==> config.mk <==
export PLATFORM = sky130hd
export DESIGN_NAME = cache_bus_adapter
export DESIGN_NICKNAME = d
export VERILOG_FILES = /design/src/cache_bus_pkg.sv /design/src/cache_bus_adapter.sv /design/src/meta_fifo.sv /design/src/req_issue.sv /design/src/rtrn_assembler.sv
export VERILOG_INCLUDE_DIRS = /design/src
export SDC_FILE = /design/constraint.sdc
export NUM_CORES = 1
export LEC_CHECK = 0
export BUFFER_PORTS_ARGS = -buffer_cell sky130_fd_sc_hd__buf_2
export CORE_AREA = 4 4 229 231
export DETAILED_ROUTE_END_ITERATION = 10
export DIE_AREA = 0 0 233 235
export PLACE_DENSITY = 0.71
export SLEW_MARGIN = 40
export SYNTH_ARGS = -nofsm -noshare
export SYNTH_HDL_FRONTEND = slang
export SYNTH_SLANG_ARGS = --single-unit
==> constraint.sdc <==
create_clock -name clk_i -period 6.81 [get_ports clk_i]
set_input_delay 1.362 -clock clk_i [delete_from_list [all_inputs] [get_ports clk_i]]
set_output_delay 1.362 -clock clk_i [all_outputs]
set_load 0.1 [all_outputs]
==> src/cache_bus_defs.svh <==
// cache bus adapter widths and buffer depths shared by package and RTL
`ifndef CACHE_BUS_DEFS_SVH
`define CACHE_BUS_DEFS_SVH

// physical address and bus data width
`define CB_ADDR_W 32
`define CB_DATA_W 64

// cache line, two bus beats
`define CB_LINE_W 128

// transaction id width used by both caches
`define CB_TID_W 2

// request FIFOs in front of the issue stage
`define CB_REQ_DEPTH 2

// tid FIFOs and write response FIFO
`define CB_META_DEPTH 4

`endif

==> src/cache_bus_pkg.sv <==
// cache bus adapter types for cache requests, bus transfers and return packets
`include "cache_bus_defs.svh"

package cache_bus_pkg;

  //////////////////////////////
  // cache side
  //////////////////////////////

  typedef enum logic {
    DCACHE_LOAD_REQ  = 1'b0,
    DCACHE_STORE_REQ = 1'b1
  } dcache_rtype_e;

  typedef enum logic {
    DCACHE_LOAD_ACK  = 1'b0,
    DCACHE_STORE_ACK = 1'b1
  } dcache_rtrn_e;

  typedef struct packed {
    logic [`CB_ADDR_W-1:0] paddr;
    logic                  nc;
    logic [`CB_TID_W-1:0]  tid;
  } icache_req_t;

  typedef struct packed {
    dcache_rtype_e         rtype;
    logic [`CB_ADDR_W-1:0] paddr;
    // size[2] asks for a full line on loads
    logic [2:0]            size;
    logic [`CB_DATA_W-1:0] data;
    logic [`CB_TID_W-1:0]  tid;
  } dcache_req_t;

  typedef struct packed {
    logic [`CB_TID_W-1:0]  tid;
    logic [`CB_LINE_W-1:0] data;
  } icache_rtrn_t;

  typedef struct packed {
    dcache_rtrn_e          rtype;
    logic [`CB_TID_W-1:0]  tid;
    logic [`CB_LINE_W-1:0] data;
  } dcache_rtrn_t;

  //////////////////////////////
  // bus side
  //////////////////////////////

  // id 0 is the icache, id 1 the dcache
  typedef struct packed {
    logic                    valid;
    logic                    write;
    logic [`CB_ADDR_W-1:0]   addr;
    logic [2:0]              size;
    logic                    blen;
    logic                    id;
    logic [`CB_DATA_W-1:0]   data;
    logic [`CB_DATA_W/8-1:0] be;
  } bus_req_t;

  typedef struct packed {
    logic                  valid;
    logic                  id;
    logic                  last;
    logic [`CB_DATA_W-1:0] data;
  } bus_rbeat_t;

  typedef struct packed {
    logic valid;
    logic id;
  } bus_bresp_t;

  // back-pressure from the tid FIFOs to the issue stage
  typedef struct packed {
    logic icache_rd;
    logic dcache_rd;
    logic dcache_wr;
  } meta_full_t;

endpackage

==> src/cache_bus_adapter.sv <==
// adapter joining icache and dcache request ports to one request/grant memory bus
`include "cache_bus_defs.svh"

module cache_bus_adapter (
  input  logic                        clk_i,
  input  logic                        rst_ni,
  // icache
  input  logic                        icache_req_i,
  output logic                        icache_ack_o,
  input  cache_bus_pkg::icache_req_t  icache_data_i,
  // dcache
  input  logic                        dcache_req_i,
  output logic                        dcache_ack_o,
  input  cache_bus_pkg::dcache_req_t  dcache_data_i,
  // return packets, consumed in the cycle they are valid
  output logic                        icache_rtrn_vld_o,
  output cache_bus_pkg::icache_rtrn_t icache_rtrn_o,
  output logic                        dcache_rtrn_vld_o,
  output cache_bus_pkg::dcache_rtrn_t dcache_rtrn_o,
  // memory bus
  output cache_bus_pkg::bus_req_t     bus_req_o,
  input  logic                        bus_gnt_i,
  input  cache_bus_pkg::bus_rbeat_t   bus_rbeat_i,
  input  cache_bus_pkg::bus_bresp_t   bus_bresp_i
);

  cache_bus_pkg::icache_req_t icache_head;
  cache_bus_pkg::dcache_req_t dcache_head;
  logic                       icache_full, icache_empty, icache_pop;
  logic                       dcache_full, dcache_empty, dcache_pop;
  logic                       issue_ird, issue_drd, issue_dwr;
  logic [`CB_TID_W-1:0]       issue_tid;
  cache_bus_pkg::meta_full_t  meta_full;

  //////////////////////////////
  // request FIFOs
  //////////////////////////////

  assign icache_ack_o = icache_req_i & ~icache_full;
  assign dcache_ack_o = dcache_req_i & ~dcache_full;

  meta_fifo #(.item_t(cache_bus_pkg::icache_req_t), .depth(`CB_REQ_DEPTH)) u_icache_fifo (
    .clk_i, .rst_ni, .push_i(icache_ack_o), .data_i(icache_data_i), .pop_i(icache_pop),
    .data_o(icache_head), .full_o(icache_full), .empty_o(icache_empty)
  );

  meta_fifo #(.item_t(cache_bus_pkg::dcache_req_t), .depth(`CB_REQ_DEPTH)) u_dcache_fifo (
    .clk_i, .rst_ni, .push_i(dcache_ack_o), .data_i(dcache_data_i), .pop_i(dcache_pop),
    .data_o(dcache_head), .full_o(dcache_full), .empty_o(dcache_empty)
  );

  //////////////////////////////
  // issue and return
  //////////////////////////////

  req_issue u_req_issue (
    .clk_i, .rst_ni,
    .icache_head_i (icache_head),
    .icache_empty_i(icache_empty),
    .dcache_head_i (dcache_head),
    .dcache_empty_i(dcache_empty),
    .meta_full_i   (meta_full),
    .bus_req_o, .bus_gnt_i,
    .icache_pop_o  (icache_pop),
    .dcache_pop_o  (dcache_pop),
    .issue_ird_o   (issue_ird),
    .issue_drd_o   (issue_drd),
    .issue_dwr_o   (issue_dwr),
    .issue_tid_o   (issue_tid)
  );

  rtrn_assembler u_rtrn_assembler (
    .clk_i, .rst_ni,
    .issue_ird_i (issue_ird),
    .issue_drd_i (issue_drd),
    .issue_dwr_i (issue_dwr),
    .issue_tid_i (issue_tid),
    .meta_full_o (meta_full),
    .bus_rbeat_i, .bus_bresp_i,
    .icache_rtrn_vld_o, .icache_rtrn_o,
    .dcache_rtrn_vld_o, .dcache_rtrn_o
  );

endmodule

==> src/meta_fifo.sv <==
// synchronous circular FIFO carrying any packed payload type
module meta_fifo #(
  parameter type         item_t = logic,
  parameter int unsigned depth  = 2
) (
  input  logic  clk_i,
  input  logic  rst_ni,
  input  logic  push_i,
  input  item_t data_i,
  input  logic  pop_i,
  output item_t data_o,
  output logic  full_o,
  output logic  empty_o
);

  localparam int unsigned ptr_w = (depth > 1) ? $clog2(depth) : 1;
  localparam int unsigned cnt_w = $clog2(depth + 1);

  item_t             mem_q [depth];
  logic [ptr_w-1:0]  wr_ptr_q, rd_ptr_q;
  logic [cnt_w-1:0]  count_q;
  logic              do_push, do_pop;

  assign full_o  = (count_q == cnt_w'(depth));
  assign empty_o = (count_q == '0);
  assign data_o  = mem_q[rd_ptr_q];

  // writes into a full FIFO and reads from an empty one are dropped
  assign do_push = push_i & ~full_o;
  assign do_pop  = pop_i & ~empty_o;

  always_ff @(posedge clk_i or negedge rst_ni) begin
    if (!rst_ni) begin
      wr_ptr_q <= '0;
      rd_ptr_q <= '0;
      count_q  <= '0;
    end else begin
      if (do_push) begin
        wr_ptr_q <= (wr_ptr_q == ptr_w'(depth - 1)) ? '0 : wr_ptr_q + 1'b1;
      end
      if (do_pop) begin
        rd_ptr_q <= (rd_ptr_q == ptr_w'(depth - 1)) ? '0 : rd_ptr_q + 1'b1;
      end
      if (do_push && !do_pop) begin
        count_q <= count_q + 1'b1;
      end else if (do_pop && !do_push) begin
        count_q <= count_q - 1'b1;
      end
    end
  end

  // storage
  always_ff @(posedge clk_i) begin
    if (do_push) begin
      mem_q[wr_ptr_q] <= data_i;
    end
  end

endmodule

==> src/req_issue.sv <==
// round-robin issue stage choosing a cache request and encoding it for the bus
`include "cache_bus_defs.svh"

module req_issue (
  input  logic                       clk_i,
  input  logic                       rst_ni,
  input  cache_bus_pkg::icache_req_t icache_head_i,
  input  logic                       icache_empty_i,
  input  cache_bus_pkg::dcache_req_t dcache_head_i,
  input  logic                       dcache_empty_i,
  input  cache_bus_pkg::meta_full_t  meta_full_i,
  output cache_bus_pkg::bus_req_t    bus_req_o,
  input  logic                       bus_gnt_i,
  output logic                       icache_pop_o,
  output logic                       dcache_pop_o,
  output logic                       issue_ird_o,
  output logic                       issue_drd_o,
  output logic                       issue_dwr_o,
  output logic [`CB_TID_W-1:0]       issue_tid_o
);

  localparam int unsigned off_w     = $clog2(`CB_DATA_W / 8);
  localparam logic [2:0]  word_size = 3'(off_w);

  logic                    ic_elig, dc_elig;
  logic                    sel, req_vld, granted;
  logic                    prio_q, lock_q, lock_idx_q;
  logic [`CB_DATA_W/8-1:0] be_mask;

  //////////////////////////////
  // arbitration
  //////////////////////////////

  // a cache competes only when its returns can still be tracked
  assign ic_elig = ~icache_empty_i & ~meta_full_i.icache_rd;
  assign dc_elig = ~dcache_empty_i & ~meta_full_i.dcache_rd & ~meta_full_i.dcache_wr;

  always_comb begin
    if (lock_q) begin
      sel = lock_idx_q;
    end else if (ic_elig && dc_elig) begin
      sel = prio_q;
    end else begin
      sel = dc_elig;
    end
  end

  assign req_vld = sel ? dc_elig : ic_elig;
  assign granted = req_vld & bus_gnt_i;

  always_ff @(posedge clk_i or negedge rst_ni) begin
    if (!rst_ni) begin
      prio_q     <= 1'b0;
      lock_q     <= 1'b0;
      lock_idx_q <= 1'b0;
    end else begin
      // hold the choice until the slave grants it
      lock_q     <= req_vld & ~bus_gnt_i;
      lock_idx_q <= sel;
      if (granted) begin
        prio_q <= ~sel;
      end
    end
  end

  //////////////////////////////
  // request encoding
  //////////////////////////////

  always_comb begin
    unique case (dcache_head_i.size[1:0])
      2'b00:   be_mask = 8'h01;
      2'b01:   be_mask = 8'h03;
      2'b10:   be_mask = 8'h0f;
      default: be_mask = 8'hff;
    endcase
  end

  always_comb begin
    bus_req_o       = '0;
    bus_req_o.valid = req_vld;
    bus_req_o.id    = sel;
    if (!sel) begin
      // instruction fill, one word when non-cacheable
      bus_req_o.addr = icache_head_i.paddr;
      bus_req_o.size = word_size;
      bus_req_o.blen = ~icache_head_i.nc;
    end else begin
      bus_req_o.addr = dcache_head_i.paddr;
      if (dcache_head_i.rtype == cache_bus_pkg::DCACHE_STORE_REQ) begin
        bus_req_o.write = 1'b1;
        bus_req_o.size  = dcache_head_i.size;
        bus_req_o.data  = dcache_head_i.data;
        bus_req_o.be    = be_mask << dcache_head_i.paddr[off_w-1:0];
      end else begin
        bus_req_o.size = dcache_head_i.size[2] ? word_size : dcache_head_i.size;
        bus_req_o.blen = dcache_head_i.size[2];
      end
    end
  end

  // pop and record the tid in the grant cycle
  assign icache_pop_o = granted & ~sel;
  assign dcache_pop_o = granted & sel;
  assign issue_ird_o  = icache_pop_o;
  assign issue_drd_o  = dcache_pop_o & ~bus_req_o.write;
  assign issue_dwr_o  = dcache_pop_o & bus_req_o.write;
  assign issue_tid_o  = sel ? dcache_head_i.tid : icache_head_i.tid;

endmodule

==> src/rtrn_assembler.sv <==
// return path tracking tids, assembling read lines and turning write responses into acks
`include "cache_bus_defs.svh"

module rtrn_assembler (
  input  logic                        clk_i,
  input  logic                        rst_ni,
  input  logic                        issue_ird_i,
  input  logic                        issue_drd_i,
  input  logic                        issue_dwr_i,
  input  logic [`CB_TID_W-1:0]        issue_tid_i,
  output cache_bus_pkg::meta_full_t   meta_full_o,
  input  cache_bus_pkg::bus_rbeat_t   bus_rbeat_i,
  input  cache_bus_pkg::bus_bresp_t   bus_bresp_i,
  output logic                        icache_rtrn_vld_o,
  output cache_bus_pkg::icache_rtrn_t icache_rtrn_o,
  output logic                        dcache_rtrn_vld_o,
  output cache_bus_pkg::dcache_rtrn_t dcache_rtrn_o
);

  localparam int unsigned words = `CB_LINE_W / `CB_DATA_W;

  typedef logic [`CB_TID_W-1:0] tid_t;
  typedef logic [words-1:0][`CB_DATA_W-1:0] line_t;

  tid_t                      ird_head, drd_head, dwr_head;
  logic                      ird_empty, drd_empty, dwr_empty;
  cache_bus_pkg::bus_bresp_t b_head;
  logic                      b_empty, b_pop;
  logic                      ic_beat, dc_beat;
  logic                      ic_vld_d, dc_vld_d, dc_rd_pop, dc_wr_pop;
  cache_bus_pkg::dcache_rtrn_e dc_rtype_d;
  line_t                     ic_line_q, dc_line_q;
  logic                      ic_first_q, dc_first_q;
  logic                      ic_vld_q, dc_vld_q;
  tid_t                      ic_tid_q, dc_tid_q;
  cache_bus_pkg::dcache_rtrn_e dc_rtype_q;

  //////////////////////////////
  // metadata FIFOs
  //////////////////////////////

  meta_fifo #(.item_t(tid_t), .depth(`CB_META_DEPTH)) u_ird_fifo (
    .clk_i, .rst_ni, .push_i(issue_ird_i), .data_i(issue_tid_i), .pop_i(ic_vld_d),
    .data_o(ird_head), .full_o(meta_full_o.icache_rd), .empty_o(ird_empty)
  );

  meta_fifo #(.item_t(tid_t), .depth(`CB_META_DEPTH)) u_drd_fifo (
    .clk_i, .rst_ni, .push_i(issue_drd_i), .data_i(issue_tid_i), .pop_i(dc_rd_pop),
    .data_o(drd_head), .full_o(meta_full_o.dcache_rd), .empty_o(drd_empty)
  );

  meta_fifo #(.item_t(tid_t), .depth(`CB_META_DEPTH)) u_dwr_fifo (
    .clk_i, .rst_ni, .push_i(issue_dwr_i), .data_i(issue_tid_i), .pop_i(dc_wr_pop),
    .data_o(dwr_head), .full_o(meta_full_o.dcache_wr), .empty_o(dwr_empty)
  );

  // write responses wait here while dcache read beats stream in
  meta_fifo #(.item_t(cache_bus_pkg::bus_bresp_t), .depth(`CB_META_DEPTH)) u_bresp_fifo (
    .clk_i, .rst_ni, .push_i(bus_bresp_i.valid), .data_i(bus_bresp_i), .pop_i(b_pop),
    .data_o(b_head), .full_o(), .empty_o(b_empty)
  );

  //////////////////////////////
  // return decode
  //////////////////////////////

  assign ic_beat = bus_rbeat_i.valid & ~bus_rbeat_i.id;
  assign dc_beat = bus_rbeat_i.valid & bus_rbeat_i.id;

  // icache channel is independent of the dcache one
  assign ic_vld_d = ic_beat & bus_rbeat_i.last & ~ird_empty;

  always_comb begin
    dc_vld_d   = 1'b0;
    dc_rd_pop  = 1'b0;
    dc_wr_pop  = 1'b0;
    b_pop      = 1'b0;
    dc_rtype_d = cache_bus_pkg::DCACHE_LOAD_ACK;
    if (dc_beat) begin
      dc_rd_pop = bus_rbeat_i.last & ~drd_empty;
      dc_vld_d  = dc_rd_pop;
    end else if (!b_empty) begin
      b_pop = 1'b1;
      // a response without the dcache id has no write tid and is dropped
      if (b_head.id && !dwr_empty) begin
        dc_wr_pop  = 1'b1;
        dc_vld_d   = 1'b1;
        dc_rtype_d = cache_bus_pkg::DCACHE_STORE_ACK;
      end
    end
  end

  //////////////////////////////
  // line assembly and outputs
  //////////////////////////////

  always_ff @(posedge clk_i or negedge rst_ni) begin
    if (!rst_ni) begin
      ic_first_q <= 1'b1;
      dc_first_q <= 1'b1;
      ic_vld_q   <= 1'b0;
      dc_vld_q   <= 1'b0;
    end else begin
      ic_vld_q <= ic_vld_d;
      dc_vld_q <= dc_vld_d;
      if (ic_beat) begin
        ic_first_q <= bus_rbeat_i.last;
      end
      if (dc_beat) begin
        dc_first_q <= bus_rbeat_i.last;
      end
    end
  end

  // beats enter at the top, a lone beat also lands in word 0
  always_ff @(posedge clk_i) begin
    if (ic_beat) begin
      ic_line_q <= {bus_rbeat_i.data, ic_line_q[words-1:1]};
      if (ic_first_q) begin
        ic_line_q[0] <= bus_rbeat_i.data;
      end
    end
    if (dc_beat) begin
      dc_line_q <= {bus_rbeat_i.data, dc_line_q[words-1:1]};
      if (dc_first_q) begin
        dc_line_q[0] <= bus_rbeat_i.data;
      end
    end
    if (ic_vld_d) begin
      ic_tid_q <= ird_head;
    end
    if (dc_vld_d) begin
      dc_tid_q   <= dc_wr_pop ? dwr_head : drd_head;
      dc_rtype_q <= dc_rtype_d;
    end
  end

  assign icache_rtrn_vld_o   = ic_vld_q;
  assign icache_rtrn_o.tid   = ic_tid_q;
  assign icache_rtrn_o.data  = ic_line_q;
  assign dcache_rtrn_vld_o   = dc_vld_q;
  assign dcache_rtrn_o.rtype = dc_rtype_q;
  assign dcache_rtrn_o.tid   = dc_tid_q;
  assign dcache_rtrn_o.data  = dc_line_q;

endmodule

==> run metrics <==
WHS Endpoint=u_req_issue.prio_q; DR pass1 iterations=5; clock tree buffer depth=3; share of cells above drive strength 1=47.2%; setup TNS=0 ps; Slew @ Worst Pin=800 ps; xor-xnor portion of the synthesized cell area=0.818%; syn_nets=1,509; post-CTS sizing=0; CTS tree=built; Core Footprint=50,100 um2; Hold Path Class=reg -> reg; reg2reg path depth=9; DRT Wirelength=59,000 um; main flop type after synthesis=edfxtp_1; commonest non-fill, non-tap cell in the layout=buf_2; Die Ht=235 um; worst hold path cell count=1; setup bufs post-CTS=0; Worst-Skew Late Latency=620 ps; root buffer cell=clkbuf_16; initial core utilization=47.1%; Post-Synth Simple-Gate Area=3.49%; Synth Area in Compound Gates=3.49%; die width=233 um; clk slew on worst S/H paths=60 ps; Routed wire per std cell=22.6 um; post-route cell area=29,200 um2; fmax=189 MHz; Reg2Reg Setup Slack=3530 ps; vias in the first global route=13,600; Slew headroom=46.7%; WP data required=5450 ps; mapped cell area=23,600 um2; largest net degree at the start of global routing=83; RSZ-0062 raised after global routing=false; Synth-to-Final Area Change=24.1%; num rows=82; clock sinks=606; Final GP Congestion=0.862; Worst setup SP type=flop; worst hold start=u_req_issue.prio_q; max_cap viols=0; synth unique cells=50; Setup CP Type=reg -> out; Synth top area share=71.8%; Worst EP arrival=3920 ps; Yosys Warn Count=0; Final Hold Viols=0; commonest non-fill, non-tap cells in the layout=buf_2 (586), edfxtp_1 (563), mux2_2 (148), mux2i_1 (105), nor2_1 (96); FFs w/ async S/R, synth=7.10%; clock buffer count from CTS=60; flops & latches, synth=606; vias post-DR=13,500; Slew Limit Fails=0; clock skew=23.9 ps; GRT Total Usage=20.6%; first-pass GRT wire length=85,200 um; Synth Area in Adders=1.72%; cell count after synthesis=1,268; Avg Cell Area, Syn=18.6 um2; nets=2,121; status=finished clean; fin cells=2,605; number of synthesized flops with an enable pin=563; DRC errors left=0; Final Cycle Share=77.5%; top cell type by total area after synthesis=edfxtp_1; post-layout min period=5280 ps; Area after DPL=27,200 um2; remaining global-route overflow=0; initial drt markers=951; Boundary Pins=587; final setup fails=0; Worst Setup End Kind=output port; CP Max Fanout=29; post-synthesis sequential area ratio=76.3%; largest cells by area after synthesis=edfxtp_1 (72%), mux2_2 (7.1%), mux2i_1 (4.5%); ANT nets after route=0; largest family of logic cells by synthesized area=multiplexers; worst r2r dst=u_rtrn_assembler.u_dwr_fifo.count_q[1]; H-tree Lvls=2; # port buffers=586; placed insts=2,489; mux contribution to synthesized area=12.6%; worst r2r src=u_dcache_fifo.rd_ptr_q; dpl hpwl=42,500 um; Hold-fix buffers, CTS=0; Vias/cell=5.18; area of the die=54,800 um2; initial antenna violation count=20
cell usage after synthesis, types with 5 or more instances:
library cell and number:
mux2_2 148, and2_1 18, edfxtp_1 563, mux4_2 7
xnor2_1 11, a211oi_1 24, buf_4 8, mux2_1 5
nand2_1 8, nor2b_1 33, dfrtp_1 41, a21oi_2 29
a21oi_1 11, buf_2 11, a211oi_2 9, o21ai_0 6
clkbuf_1 25, ha_1 26, mux2i_1 105, nor3_1 6
nor2_1 98, inv_1 21, xor2_1 11
routing by layer:
metal,vias up,routed length (um),global-route usage (%)
li1,6086,-,-
met1,6650,22000,25.5
met2,623,29500,34.5
met3,113,5650,6.80
met4,20,1670,6.14
met5,-,124,0
sequential cells by signal (all words and copies together), names as in the netlist, 3 cells and up:
signal / cells
u_rtrn_assembler.u_ird_fifo.mem_q: 8
u_rtrn_assembler.u_bresp_fifo.count_q: 3
u_rtrn_assembler.u_ird_fifo.count_q: 3
u_dcache_fifo.mem_q: 204
u_rtrn_assembler.u_dwr_fifo.mem_q: 8
u_rtrn_assembler.u_dwr_fifo.count_q: 3
u_rtrn_assembler.icache_rtrn_o: 128
u_rtrn_assembler.dcache_rtrn_o: 128
u_rtrn_assembler.u_bresp_fifo.mem_q: 4
u_rtrn_assembler.u_drd_fifo.mem_q: 8
u_icache_fifo.mem_q: 70
u_rtrn_assembler.u_drd_fifo.count_q: 3
critical path, cell delays in order (launching register included):
cell and delay (ps):
dfrtp_4 640, buf_4 530, mux2i_1 170, a211oi_2 290, a22oi_4 210, buf_8 230, a2111oi_1 630, buf_2 550
worst max-delay path by stage:
stage,start,endpoint,slack [ps],cells after the start
after floorplan,bus_rbeat_i[66],u_rtrn_assembler.u_ird_fifo.count_q[1],370,7
after global placement,u_dcache_fifo.rd_ptr_q,bus_req_o[5],2240,6
after detailed placement,u_dcache_fifo.rd_ptr_q,bus_req_o[5],2120,7
after CTS,u_dcache_fifo.rd_ptr_q,bus_req_o[5],1430,7
after global routing,u_dcache_fifo.rd_ptr_q,bus_req_o[5],1340,7
final,u_dcache_fifo.rd_ptr_q,bus_req_o[5],1530,7
per-stage QoR:
stage | utilization (%) | hold slack (ps) | worst slack, ps
after floorplan | - | 440 | 368
after global placement | 54.3 | 458 | 2240
after detailed placement | 54.4 | 470 | 2120
after CTS | 58.3 | 483 | 1430
after global routing | 58.4 | 507 | 1340
final | 58.4 | 477 | 1530
layout make-up:
cell class,count,area [um2]
Antenna cell,9,22.5
Clock buffer,73,1590
Clock inverter,33,353
Fill cell,3860,20800
Inverter,23,96.3
Multi-Input combinational cell,587,5240
Sequential cell,606,18000
Tap cell,672,841
Timing Repair Buffer,602,3100
cells by family (layout without fill, tap and decap cells):
kind of cell             count (synthesis)  count (layout)
AO/OA/AOI/OAI                           96              96
XOR/XNOR                                22              22
adder cells (fa/ha/maj)                 30              30
buffers and inverters                   75             731
flip-flops                             606             606
multiplexers                           267             267
other                                    0               9
AND/OR/NAND/NOR                        172             172
Power is left out: the tool's default activity adds up to more than one toggle a clock period on the data nets, which glitch-free logic cannot reach.
